--- src/hdl/host_bus_settings.svh ---
// address space codes, board register indices, link-request codes, firmware version, watchdog tick
`ifndef HOST_BUS_SETTINGS_SVH
`define HOST_BUS_SETTINGS_SVH

// ----------------------------------------
// address spaces in bits 15:12
// ----------------------------------------
`define ADDR_MAIN           4'h0            // board registers, no wait state
`define ADDR_EXT            4'h8            // external memory, one wait state

// ----------------------------------------
// board register indices in bits 3:0
// ----------------------------------------
`define REG_STATUS          4'd0            // board id, timeout flag, write kicks watchdog
`define REG_PHYCTRL         4'd1            // write issues a link request
`define REG_WDOG            4'd3            // watchdog period in tick units
`define REG_VERSION         4'd4            // firmware version, read only
`define REG_IPADDR          4'd11           // ip address of this board

// ----------------------------------------
// link request types sent on lreq
// ----------------------------------------
`define LREQ_REG_RD         3'd1            // phy register read
`define LREQ_REG_WR         3'd5            // phy register write

`define FW_VERSION          32'h0000_0108   // firmware version word

// sysclk cycles in one watchdog period unit
`define WDOG_TICK_CYCLES    16

`endif

--- src/hdl/host_bus_pkg.sv ---
// host read and write request structs, shared write bus struct, register address union
package host_bus_pkg;

    // write bus as seen by the board
    typedef struct packed {
        logic        wen;                   // quadlet write strobe
        logic        blk_wen;               // block write strobe
        logic        blk_wstart;            // block write is starting
        logic [15:0] waddr;
        logic [31:0] wdata;
    } wr_bus_t;

    // read request from one host
    typedef struct packed {
        logic        req;                   // host wants the read bus
        logic [15:0] raddr;
    } host_rd_req_t;

    // write request from one host
    typedef struct packed {
        logic        req;                   // host wants the write bus
        wr_bus_t     bus;
    } host_wr_req_t;

    // ----------------------------------------
    // one address word, two decodes
    // ----------------------------------------
    typedef struct packed {
        logic [3:0]  space;
        logic [3:0]  unused;
        logic [3:0]  chan;                  // 0 for board registers
        logic [3:0]  reg_idx;
    } reg_view_t;

    typedef struct packed {
        logic [3:0]  space;
        logic [11:0] offset;                // word offset in memory space
    } mem_view_t;

    typedef union packed {
        reg_view_t   regs;
        mem_view_t   mem;
    } reg_addr_u;

endpackage

--- src/hdl/board_regs.sv ---
// board register block with write decode, write side strobes and read decode
`timescale 1ns/100ps
`include "host_bus_settings.svh"

module board_regs
(
    input  logic                  sysclk,
    input  logic                  rst,
    input  logic [15:0]           reg_raddr,
    input  host_bus_pkg::wr_bus_t wr_bus,
    input  logic [3:0]            board_id,       // rotary switch
    input  logic                  wdog_timeout,
    output logic [31:0]           regs_rdata,
    output logic [15:0]           wdog_period,
    output logic                  wdog_kick,
    output logic                  wdog_period_wr,
    output logic                  lreq_start,
    output logic [2:0]            lreq_type,
    output logic [11:0]           lreq_data
);
    import host_bus_pkg::*;

    reg_addr_u   raddr_u;
    reg_addr_u   waddr_u;
    logic        reg_wr;                   // quadlet write into this block
    logic [31:0] phy_ctrl;                 // last PHY control word
    logic [31:0] ip_addr;

    assign raddr_u = reg_raddr;
    assign waddr_u = wr_bus.waddr;

    // ----------------------------------------
    // write decode
    // ----------------------------------------
    assign reg_wr = wr_bus.wen && (waddr_u.regs.space == `ADDR_MAIN) &&
                    (waddr_u.regs.chan == 4'd0);

    always_ff @(posedge sysclk)
    begin
        if (rst)
        begin
            phy_ctrl    <= 32'd0;
            ip_addr     <= 32'd0;
            wdog_period <= 16'd0;
        end
        else if (reg_wr)
        begin
            case (waddr_u.regs.reg_idx)
                `REG_PHYCTRL: phy_ctrl    <= wr_bus.wdata;
                `REG_WDOG:    wdog_period <= wr_bus.wdata[15:0];
                `REG_IPADDR:  ip_addr     <= wr_bus.wdata;
                default:      ;                               // read only or unused
            endcase
        end
    end

    // strobes in the write cycle itself
    assign wdog_kick      = reg_wr && (waddr_u.regs.reg_idx == `REG_STATUS);   // any status write
    assign wdog_period_wr = reg_wr && (waddr_u.regs.reg_idx == `REG_WDOG);
    assign lreq_start     = reg_wr && (waddr_u.regs.reg_idx == `REG_PHYCTRL);
    assign lreq_type      = wr_bus.wdata[12] ? `LREQ_REG_WR : `LREQ_REG_RD;   // bit 12 selects write
    assign lreq_data      = wr_bus.wdata[11:0];                              // addr 11:8, data 7:0

    // ----------------------------------------
    // read decode
    // ----------------------------------------
    always_comb
    begin
        case (raddr_u.regs.reg_idx)
            `REG_STATUS:  regs_rdata = {wdog_timeout, 27'd0, board_id};
            `REG_PHYCTRL: regs_rdata = phy_ctrl;
            `REG_WDOG:    regs_rdata = {16'd0, wdog_period};
            `REG_VERSION: regs_rdata = `FW_VERSION;
            `REG_IPADDR:  regs_rdata = ip_addr;
            default:      regs_rdata = 32'd0;
        endcase
    end

endmodule

--- src/hdl/bus_arbiter.sv ---
// read and write bus arbiters with FireWire priority and routing of the granted host's bus
`timescale 1ns/100ps

module bus_arbiter
(
    input  logic                      sysclk,
    input  logic                      rst,
    input  host_bus_pkg::host_rd_req_t fw_rd,
    input  host_bus_pkg::host_rd_req_t eth_rd,
    input  host_bus_pkg::host_wr_req_t fw_wr,
    input  host_bus_pkg::host_wr_req_t eth_wr,
    output logic                      fw_grant_read,
    output logic                      eth_grant_read,
    output logic                      fw_grant_write,
    output logic                      eth_grant_write,
    output logic [15:0]               reg_raddr,
    output host_bus_pkg::wr_bus_t     wr_bus
);

    // ----------------------------------------
    // grants, one cycle after the requests
    // ----------------------------------------
    // FireWire wins a tie and parks on both buses when nobody asks
    always_ff @(posedge sysclk)
    begin
        if (rst)
        begin
            fw_grant_read   <= 1'b0;
            eth_grant_read  <= 1'b0;
            fw_grant_write  <= 1'b0;
            eth_grant_write <= 1'b0;
        end
        else
        begin
            fw_grant_read   <= fw_rd.req | ~eth_rd.req;      // request or idle
            eth_grant_read  <= ~fw_rd.req & eth_rd.req;      // only when FireWire quiet
            fw_grant_write  <= fw_wr.req | ~eth_wr.req;
            eth_grant_write <= ~fw_wr.req & eth_wr.req;
        end
    end

    // ----------------------------------------
    // routing of the granted host
    // ----------------------------------------
    assign reg_raddr = eth_grant_read ? eth_rd.raddr : fw_rd.raddr;   // FireWire by default
    assign wr_bus    = eth_grant_write ? eth_wr.bus : fw_wr.bus;      // strobes follow grant

endmodule

--- src/hdl/host_bus_hub.sv ---
// register bus hub top with arbiter, read path, board registers, watchdog and link requests
`timescale 1ns/100ps

module host_bus_hub
(
    input  logic                      sysclk,
    input  logic                      rst,
    input  logic [3:0]                board_id,
    input  host_bus_pkg::host_rd_req_t fw_rd,
    input  host_bus_pkg::host_rd_req_t eth_rd,
    input  host_bus_pkg::host_wr_req_t fw_wr,
    input  host_bus_pkg::host_wr_req_t eth_wr,
    input  logic [31:0]               reg_rdata_ext,
    input  logic                      reg_rwait_ext,
    input  logic                      wdog_clear,
    output logic                      fw_grant_read,
    output logic                      eth_grant_read,
    output logic                      fw_grant_write,
    output logic                      eth_grant_write,
    output logic [15:0]               reg_raddr,
    output host_bus_pkg::wr_bus_t     wr_bus,
    output logic [31:0]               reg_rdata,
    output logic                      reg_rwait,
    output logic                      reg_rvalid,
    output logic                      lreq,
    output logic                      wdog_timeout
);

    logic [31:0] regs_rdata;               // board register read data
    logic [15:0] wdog_period;
    logic        wdog_kick;
    logic        wdog_period_wr;
    logic        lreq_start;
    logic [2:0]  lreq_type;
    logic [11:0] lreq_data;

    // ----------------------------------------
    // bus arbitration
    // ----------------------------------------
    bus_arbiter arb (
        .sysclk(sysclk), .rst(rst),
        .fw_rd(fw_rd), .eth_rd(eth_rd),
        .fw_wr(fw_wr), .eth_wr(eth_wr),
        .fw_grant_read(fw_grant_read), .eth_grant_read(eth_grant_read),
        .fw_grant_write(fw_grant_write), .eth_grant_write(eth_grant_write),
        .reg_raddr(reg_raddr),
        .wr_bus(wr_bus)
    );

    read_data_mux rd_mux (
        .sysclk(sysclk), .rst(rst),
        .reg_raddr(reg_raddr),
        .regs_rdata(regs_rdata),
        .reg_rdata_ext(reg_rdata_ext),
        .reg_rwait_ext(reg_rwait_ext),
        .reg_rdata(reg_rdata),
        .reg_rwait(reg_rwait),
        .reg_rvalid(reg_rvalid)
    );

    // ----------------------------------------
    // board registers and their side blocks
    // ----------------------------------------
    board_regs regs (
        .sysclk(sysclk), .rst(rst),
        .reg_raddr(reg_raddr),
        .wr_bus(wr_bus),
        .board_id(board_id),
        .wdog_timeout(wdog_timeout),
        .regs_rdata(regs_rdata),
        .wdog_period(wdog_period),
        .wdog_kick(wdog_kick),
        .wdog_period_wr(wdog_period_wr),
        .lreq_start(lreq_start),
        .lreq_type(lreq_type),
        .lreq_data(lreq_data)
    );

    watchdog_timer wdog (
        .sysclk(sysclk), .rst(rst),
        .wdog_period(wdog_period),
        .wdog_kick(wdog_kick),
        .wdog_period_wr(wdog_period_wr),
        .wdog_clear(wdog_clear),
        .wdog_timeout(wdog_timeout)        // also back to status register
    );

    phy_request phy_req (
        .sysclk(sysclk), .rst(rst),
        .lreq_start(lreq_start),
        .lreq_type(lreq_type),
        .lreq_data(lreq_data),
        .lreq(lreq)
    );

endmodule

--- src/hdl/phy_request.sv ---
// link-request serializer driving lreq from a loaded frame
`timescale 1ns/100ps
`include "host_bus_settings.svh"

module phy_request
(
    input  logic        sysclk,
    input  logic        rst,
    input  logic        lreq_start,        // one cycle pulse
    input  logic [2:0]  lreq_type,
    input  logic [11:0] lreq_data,         // addr 11:8, write data 7:0
    output logic        lreq
);

    localparam int FRAME_W = 17;           // start, type, addr, data, stop
    localparam int RD_LEN  = 9;            // start, type, addr, stop

    logic [FRAME_W-1:0] shift_reg;         // frame, msb goes out first
    logic [4:0]         bit_cnt;           // bits left in the frame
    logic               busy;
    logic               is_write;

    assign busy     = (bit_cnt != 5'd0);
    assign is_write = (lreq_type == `LREQ_REG_WR);

    // ----------------------------------------
    // load and shift
    // ----------------------------------------
    always_ff @(posedge sysclk)
    begin
        if (rst)
        begin
            shift_reg <= '0;
            bit_cnt   <= 5'd0;
        end
        else if (lreq_start && !busy)
        begin
            // trailing zeros after the stop bit keep lreq low once done
            if (is_write)
            begin
                shift_reg <= {1'b1, lreq_type, lreq_data, 1'b0};
                bit_cnt   <= 5'(FRAME_W);
            end
            else
            begin
                shift_reg <= {1'b1, lreq_type, lreq_data[11:8], 1'b0, 8'd0};
                bit_cnt   <= 5'(RD_LEN);
            end
        end
        else if (busy)
        begin
            shift_reg <= {shift_reg[FRAME_W-2:0], 1'b0};
            bit_cnt   <= bit_cnt - 5'd1;
        end
    end

    assign lreq = shift_reg[FRAME_W-1];    // 0 while idle

endmodule

--- src/hdl/read_data_mux.sv ---
// read address decode, read data and wait-state select, read-valid flag
`timescale 1ns/100ps
`include "host_bus_settings.svh"

module read_data_mux
(
    input  logic        sysclk,
    input  logic        rst,
    input  logic [15:0] reg_raddr,
    input  logic [31:0] regs_rdata,        // board register data
    input  logic [31:0] reg_rdata_ext,     // external board data, always ORed
    input  logic        reg_rwait_ext,
    output logic [31:0] reg_rdata,
    output logic        reg_rwait,
    output logic        reg_rvalid
);
    import host_bus_pkg::*;

    reg_addr_u   raddr_u;
    logic        is_main;                  // board register channel
    logic        is_ext;                   // external memory space
    logic [15:0] raddr_prev;               // address at the previous edge

    assign raddr_u = reg_raddr;

    // ----------------------------------------
    // space decode
    // ----------------------------------------
    assign is_main = (raddr_u.regs.space == `ADDR_MAIN) && (raddr_u.regs.chan == 4'd0);
    assign is_ext  = (raddr_u.mem.space == `ADDR_EXT);

    // external space has no internal data, unmapped reads 0
    always_comb
    begin
        reg_rdata = (is_main ? regs_rdata : 32'd0) | reg_rdata_ext;
        reg_rwait = is_ext | reg_rwait_ext;          // main space answers at once
    end

    // ----------------------------------------
    // read valid
    // ----------------------------------------
    always_ff @(posedge sysclk)
    begin
        if (rst)
        begin
            raddr_prev <= 16'd0;
        end
        else
        begin
            raddr_prev <= reg_raddr;
        end
    end

    // with a wait state, data is good one cycle after the address settles
    assign reg_rvalid = ~reg_rwait | (reg_raddr == raddr_prev);

endmodule

--- src/hdl/watchdog_timer.sv ---
// watchdog tick and period counters with sticky timeout flag
`timescale 1ns/100ps
`include "host_bus_settings.svh"

module watchdog_timer
(
    input  logic        sysclk,
    input  logic        rst,
    input  logic [15:0] wdog_period,       // 0 stops the watchdog
    input  logic        wdog_kick,         // restart count
    input  logic        wdog_period_wr,    // restart count, drop timeout
    input  logic        wdog_clear,        // drop timeout
    output logic        wdog_timeout
);

    localparam int TICK   = `WDOG_TICK_CYCLES;
    localparam int TICK_W = $clog2(TICK);

    logic [TICK_W-1:0] tick_cnt;           // cycles within one unit
    logic [15:0]       unit_cnt;           // whole units since restart
    logic              tick_end;

    assign tick_end = (tick_cnt == TICK_W'(TICK - 1));

    always_ff @(posedge sysclk)
    begin
        if (rst || wdog_kick || wdog_period_wr)
        begin
            tick_cnt <= '0;
            unit_cnt <= 16'd0;
        end
        else if ((wdog_period != 16'd0) && !wdog_timeout)
        begin
            tick_cnt <= tick_end ? '0 : tick_cnt + 1'b1;
            if (tick_end)
                unit_cnt <= unit_cnt + 16'd1;
        end
    end

    // ----------------------------------------
    // sticky flag
    // ----------------------------------------
    always_ff @(posedge sysclk)
    begin
        if (rst || wdog_clear || wdog_period_wr)
            wdog_timeout <= 1'b0;
        else if ((wdog_period != 16'd0) && tick_end && (unit_cnt + 16'd1 == wdog_period))
            wdog_timeout <= 1'b1;          // period times tick cycles since restart
    end

endmodule
--- config.mk ---
export PLATFORM = sky130hd
export DESIGN_NAME = host_bus_hub
export DESIGN_NICKNAME = d
export VERILOG_FILES = /design/src/hdl/host_bus_pkg.sv /design/src/hdl/board_regs.sv /design/src/hdl/bus_arbiter.sv /design/src/hdl/host_bus_hub.sv /design/src/hdl/phy_request.sv /design/src/hdl/read_data_mux.sv /design/src/hdl/watchdog_timer.sv
export VERILOG_INCLUDE_DIRS = /design/src /design/src/hdl
export SDC_FILE = /design/constraint.sdc
export NUM_CORES = 1
export LEC_CHECK = 0
export BUFFER_PORTS_ARGS = -buffer_cell sky130_fd_sc_hd__buf_2
export CORE_ASPECT_RATIO = 0.5
export CORE_MARGIN = 5
export CORE_UTILIZATION = 54
export DETAILED_ROUTE_END_ITERATION = 16
export PLACE_DENSITY = 0.83
export SLEW_MARGIN = 30
export SYNTH_ARGS = -nofsm -noshare
export SYNTH_HDL_FRONTEND = slang
export SYNTH_SLANG_ARGS = --single-unit
--- constraint.sdc ---
create_clock -name sysclk -period 5.7 [get_ports sysclk]
set_input_delay 0.285 -clock sysclk [delete_from_list [all_inputs] [get_ports sysclk]]
set_output_delay 0.285 -clock sysclk [all_outputs]
set_load 0.005 [all_outputs]
### Yosys cells after proc, flatten, opt, wreduce, memory -nomap -nowiden

Cells that the tools add are included.

| word-level totals | value |
|---|---|
| flip-flop bits (word level) | 143 |
| bits in latches | 0 |
| memory bits (writable) | 0 |
| bits in read-only memories | 0 |
| bits of input ports | 178 |
| output and inout bits | 107 |
| logic and storage cells | 81 |
| memories kept | 0 |

| cells by class | value |
|---|---|
| $add $sub $neg | 3 |
| multipliers | 0 |
| div/mod/pow operators | 0 |
| $lt $le $gt $ge | 0 |
| equality and inequality tests | 12 |
| shifts and indexed selects | 0 |
| multiplexer cells | 12 |
| bitwise gates (word level) | 12 |
| reduce and logical (&&, ||, !) cells | 29 |

Operator list:

| kind | number |
|---|---|
| 32-bit one-hot mux with 5 select lines | 1 |
| 51-bit two-way mux | 1 |
| 17-bit two-way mux | 2 |
| 16-bit == test | 2 |
| 32-bit two-way mux | 1 |
| 32-bit bitwise OR | 1 |
| 4-bit logical NOT | 6 |
| 16-bit by 1-bit adder with 16-bit output, second input constant | 1 |
| 4-bit == test, second input constant | 4 |
| 16-bit two-way mux | 1 |
| 16-bit nonzero test | 1 |
| 5-bit two-way mux | 3 |
| 1-bit logical AND | 10 |
| 9-bit two-way mux | 1 |
| 4-bit by 1-bit == test with 1-bit output, second input constant | 2 |
| 4-bit by 2-bit == test with 1-bit output, second input constant | 2 |
| 2-bit AND reduction | 4 |
| 1-bit NOT | 5 |
| 5-bit nonzero test | 1 |
| 5-bit by 1-bit subtractor with 5-bit output, second input constant | 1 |
| 4-bit by 1-bit adder with 4-bit output, second input constant | 1 |
| 4-bit by 3-bit == test with 1-bit output, second input constant | 1 |
| 1-bit logical OR | 4 |
| 4-bit two-way mux | 1 |
| other kinds (6) | 11 |

### Longest topological paths before layout

| depth | value |
|---|---|
| depth in word-level cells | 7 |
| depth in mapped cells | 10 |
| depth with buffers taken out | 8 |

### Hierarchy

From an unflattened synthesis, not the netlist that was laid out.

| second synthesis, totals | value |
|---|---|
| cells, all modules | 854 |
| area, all modules | 8563.2 um^2 |

By module, submodules not included:

| module | times used | cells each | area each (um^2) | seq. area each (um^2) |
|---|---|---|---|---|
| board_regs | 1 | 393 | 3986.3 | 1601.5 |
| watchdog_timer | 1 | 181 | 1455.1 | 420.4 |
| bus_arbiter | 1 | 85 | 1226.2 | 80.1 |
| phy_request | 1 | 100 | 972.2 | 420.4 |
| read_data_mux | 1 | 95 | 923.4 | 320.3 |

### Worst setup path before layout

No wires, ideal clock.

| path | value |
|---|---|
| kind | reg2out |
| start point | reg arb.eth_grant_read |
| end point | out reg_rdata[10] |
| arrival time | 2053 ps |
| required time | 5415 ps |
| slack | 3362 ps |
| cell stages (with the launch flop) | 8 |
| buffers on the path | 2 |
| cells stage by stage | dfxtp_1 -> buf_2 -> mux2i_1 -> o21ai_0 -> nor4_1 -> and2_1 -> buf_2 -> a21o_1 |

| on the way | value |
|---|---|
| cells in the longest elaborated chain, start to end | 5 |
| elaborated cells between the ends (all ways) | 12 |
| classes of those cells | eq/ne (4); mux (3); bitwise (1); reduce/logical (4) |

RTL lines:

| what | line | text |
|---|---|---|
| start, declared | bus_arbiter.sv:13 | `output logic eth_grant_read,` |
| start signal, assigned | bus_arbiter.sv:36 | `eth_grant_read <= ~fw_rd.req & eth_rd.req;` |
| 16-bit two-way mux (*) | bus_arbiter.sv:45 | `assign reg_raddr = eth_grant_read ? eth_rd.raddr : fw_rd.raddr;` |
| 4-bit == test (tied with other cells) | board_regs.sv:69 | `case (raddr_u.regs.reg_idx)` |
| 32-bit one-hot mux with 5 select lines / 1-bit logical AND (equally long branches) | board_regs.sv:69, read_data_mux.sv:29 |  |
| 32-bit two-way mux (*) | read_data_mux.sv:35 | `reg_rdata = (is_main ? regs_rdata : 32'd0) \| reg_rdata_ext;` |
| 32-bit bitwise OR (*) | read_data_mux.sv:35 |  |
| end, declared | host_bus_hub.sv:22 | `output logic [31:0] reg_rdata,` |

Mark *: on every way between the ends. The rest lies on a longest branch, timed or not.

### Worst setup path in the final report

| path | value |
|---|---|
| start point | reg arb.eth_grant_read |
| end point | out reg_rdata[7] |

The elaborated chain is that of the path after synthesis.

==> summary.txt <==
Seq/Total Area, Yosys: 37.7%
Filler Cells Inserted: 1082
crit path capture: reg_rdata[7]
HP Class: input pin to flip-flop
FP Rows: 30
gr usage total: 29.1%
Worst-Margin Slew: 0.932 ns
fin nets: 1388
WL/cell: 17.4 um
gpl congestion: 0.953
initial antenna violation count: 1
Port Buf Inserts: 284
Post-synth EDFFs: 0
CTS tree: yes
Crit Reg-Reg Endpoint: phy_req.shift_reg[8]$_SDFFE_PP0P_
Syn Area/Cell: 7.92 sq um
largest net degree at the start of global routing: 73
Net Count, Synth: 1134
final WL: 24.6 mm
Hold-fix buffers, CTS: 0
Crit. End Element: output pin
Crit path largest cell delay: 0.50 ns
FF-to-FF path depth: 6
Root Driver: clkbuf_16
ANT nets after route: 0
Synth Register Bits: 142
Slowest cell on crit path: and2_1
maximum clock frequency: 275 MHz
CP Max Fanout: 22
Slew HR: 37.6%
Hold Vio Cnt, Final: 0
WS Path Type: flip-flop to output pin
Final Power: 2730 uW
mapped cell area: 0.00755 sq mm
Clock Path Buffers: 2
Initial DRC Count: 853
final slew viol count: 0
Die Y: 93.6 um
Die ar.: 0.0166 sq mm
total iterations of the first detailed-routing run: 8
IO Pins: 285
outcome: finished clean
Final Skew: 0.0105 ns
Vias per Instance: 5.60
Post-Route Setup TNS: 0 ns
share of cells above drive strength 1: 31.2%
r2r setup slk: 2.81 ns
Main synth FF type: dfxtp_1
Peak VDD IR: 239 uV
Max Cap Viol: 0
drt drc: 0
Skew-Pair Late Insertion Delay: 0.42 ns
CP most frequent cell: buf_4
reg2reg start: arb.eth_grant_write$_SDFF_PP0_
crit start category: flip-flop
Post-CTS Resized: 0
number of global-route vias before repair: 7758
Top Registers: regs.ip_addr x32, regs.phy_ctrl x32
Final setup viols: 0
Overflow after GRT: 0
Clock Sink Count: 142
global-route wire length before repair: 38.9 mm
die width: 177 um
Initial Utilization: 55.4%
Tcrit/Tclk final: 63.9%
clk slew on worst S/H paths: 0.06 ns
CORE AREA: 0.0136 sq mm
Synth Warn #: 0
Vias: 7907
RSZ-0062 raised after global routing: no
crit-path cells: buf_4, mux2i_2, buf_4, nand2_1, o21ai_0, nand4_1, nor4_2, buf_4, and2_1, a21o_1, buf_2
Netlist cell types: 53
HPWL after DPL: 17.5 mm
arrival time at the worst endpoint: 3.36 ns
postcts setup bufs: 0
Leakage: 0.00416 uW
worst path required time: 5.41 ns
Synth-to-Final Area Change: 28.1%
Syn Inst Count: 953
crit path from: arb.eth_grant_read$_SDFF_PP0_
Diodes inserted: 0
htree depth: 4
fraction of registers with async set/reset: 0%
total CTS buffers: 17
Pwr per Cell Area: 282 mW/mm^2
min Tclk post-route: 3.64 ns
[cell type report]
| class | count | area [sq um] | area share, % |
|---|---|---|---|
| clock buffer | 18 | 429 | 4.44 |
| clock inverter | 14 | 179 | 1.85 |
| inverter | 36 | 135 | 1.40 |
| multi-input combinational | 713 | 4320 | 44.7 |
| sequential | 142 | 2840 | 29.4 |
| tap | 192 | 240 | 2.48 |
| timing repair buffer | 297 | 1520 | 15.7 |
[report_power, final]
part | internal [uW] | switching [uW] | total, uW
Clock | 697 | 460 | 1160
Sequential | 1050 | 35.9 | 1080
Combinational | 210 | 274 | 483
Total | 1960 | 770 | 2730
[critical path: cells and delay by family (launching register included)]
family | cells | cell delay (ns)
DFF | 1 | 0.35
buffers and inverters | 4 | 1.06
and+or+nand+nor | 4 | 0.98
AOI/OAI and AO/OA | 2 | 0.28
muxes | 1 | 0.25
[worst min path at each step]
stage,start,endpoint,slack (ns),depth (start not counted)
final,fw_rd[16],arb.eth_grant_read$_SDFF_PP0_,0.04,2
after global routing,fw_rd[16],arb.eth_grant_read$_SDFF_PP0_,0.05,2
after CTS,fw_wr[51],arb.eth_grant_write$_SDFF_PP0_,0.04,2
after detailed placement,regs.ip_addr[6]$_SDFFE_PP0P_,regs.ip_addr[6]$_SDFFE_PP0P_,0.44,2
after floorplan,fw_rd[16],arb.eth_grant_read$_SDFF_PP0_,0.36,1
after global placement,regs.phy_ctrl[17]$_SDFFE_PP0P_,regs.phy_ctrl[17]$_SDFFE_PP0P_,0.44,2
[cells by family (layout without fill, tap and decap cells)]
kind of cell             after synthesis  count (layout)  share of synthesized area (%)
AND/OR/NAND/NOR                      380             380                           21.8
AO/OA/AOI/OAI                        197             197                           17.3
adder cells (fa/ha/maj)                3               3                          0.497
flip-flops                           142             142                           37.7
multiplexers                          81              81                           11.5
buffers and inverters                 98             365                           5.29
XOR/XNOR                              52              52                           6.04
[cells in the mapped netlist (12+ instances only)]
library cell,count,area [sq um]
a21o_1,32,240
a21oi_1,84,420
a22o_1,16,140
buf_2,13,65.1
clkbuf_1,41,154
dfxtp_1,142,2840
inv_1,35,131
mux2_2,41,462
mux2i_1,39,390
nand2_1,190,713
nand3_1,19,95.1
nand4_1,12,75.1
nor2_1,92,345
nor3_1,20,100
nor4_1,13,81.3
o21ai_0,21,105
xnor2_1,36,315
xor2_1,16,140
[routing by layer]
layer | part of all wire (%) | routed length (um) | global-route usage (%)
met5 | 0.045 | 11 | 0
met4 | 1.5 | 366 | 7.46
met3 | 8.1 | 2000 | 5.61
met2 | 50 | 12300 | 51.0
met1 | 40 | 9930 | 37.1
[through the flow]
stage	instances	worst slack, ns	util (%)	area (sq um)	hold WS, ns
3_3_place_gp	1380	2.65	66.5	9050	0.437
4_1_cts	1412	2.06	70.9	9660	0.0361
3_5_place_dp	1380	2.56	66.5	9060	0.444
2_1_floorplan	953	3.36	-	7550	0.361
5_1_grt	1412	1.83	71.0	9670	0.0487
6_report	1412	2.06	71.0	9670	0.0428
[layout by cell type (no fill, tap or decap), types with 4 or more instances in the layout]
cell,instances
a222oi_1,5
a21o_1,32
xnor2_1,36
buf_2,283
xor2_1,16
buf_4,14
a211oi_1,11
a22o_1,16
a311oi_1,8
inv_1,35
or3_1,7
nor2b_1,5
mux2i_1,39
and3_1,6
dfxtp_1,141
nor3_1,19
nor2_1,91
clkbuf_16,17
mux2_2,41
nand3_1,19
nand4_1,12
and2_1,4
nor4_1,12
nand2_1,190
nor3b_1,4
inv_6,6
o21ai_0,21
a21oi_1,84
No activity file was read; power rests on OpenSTA's default activity.
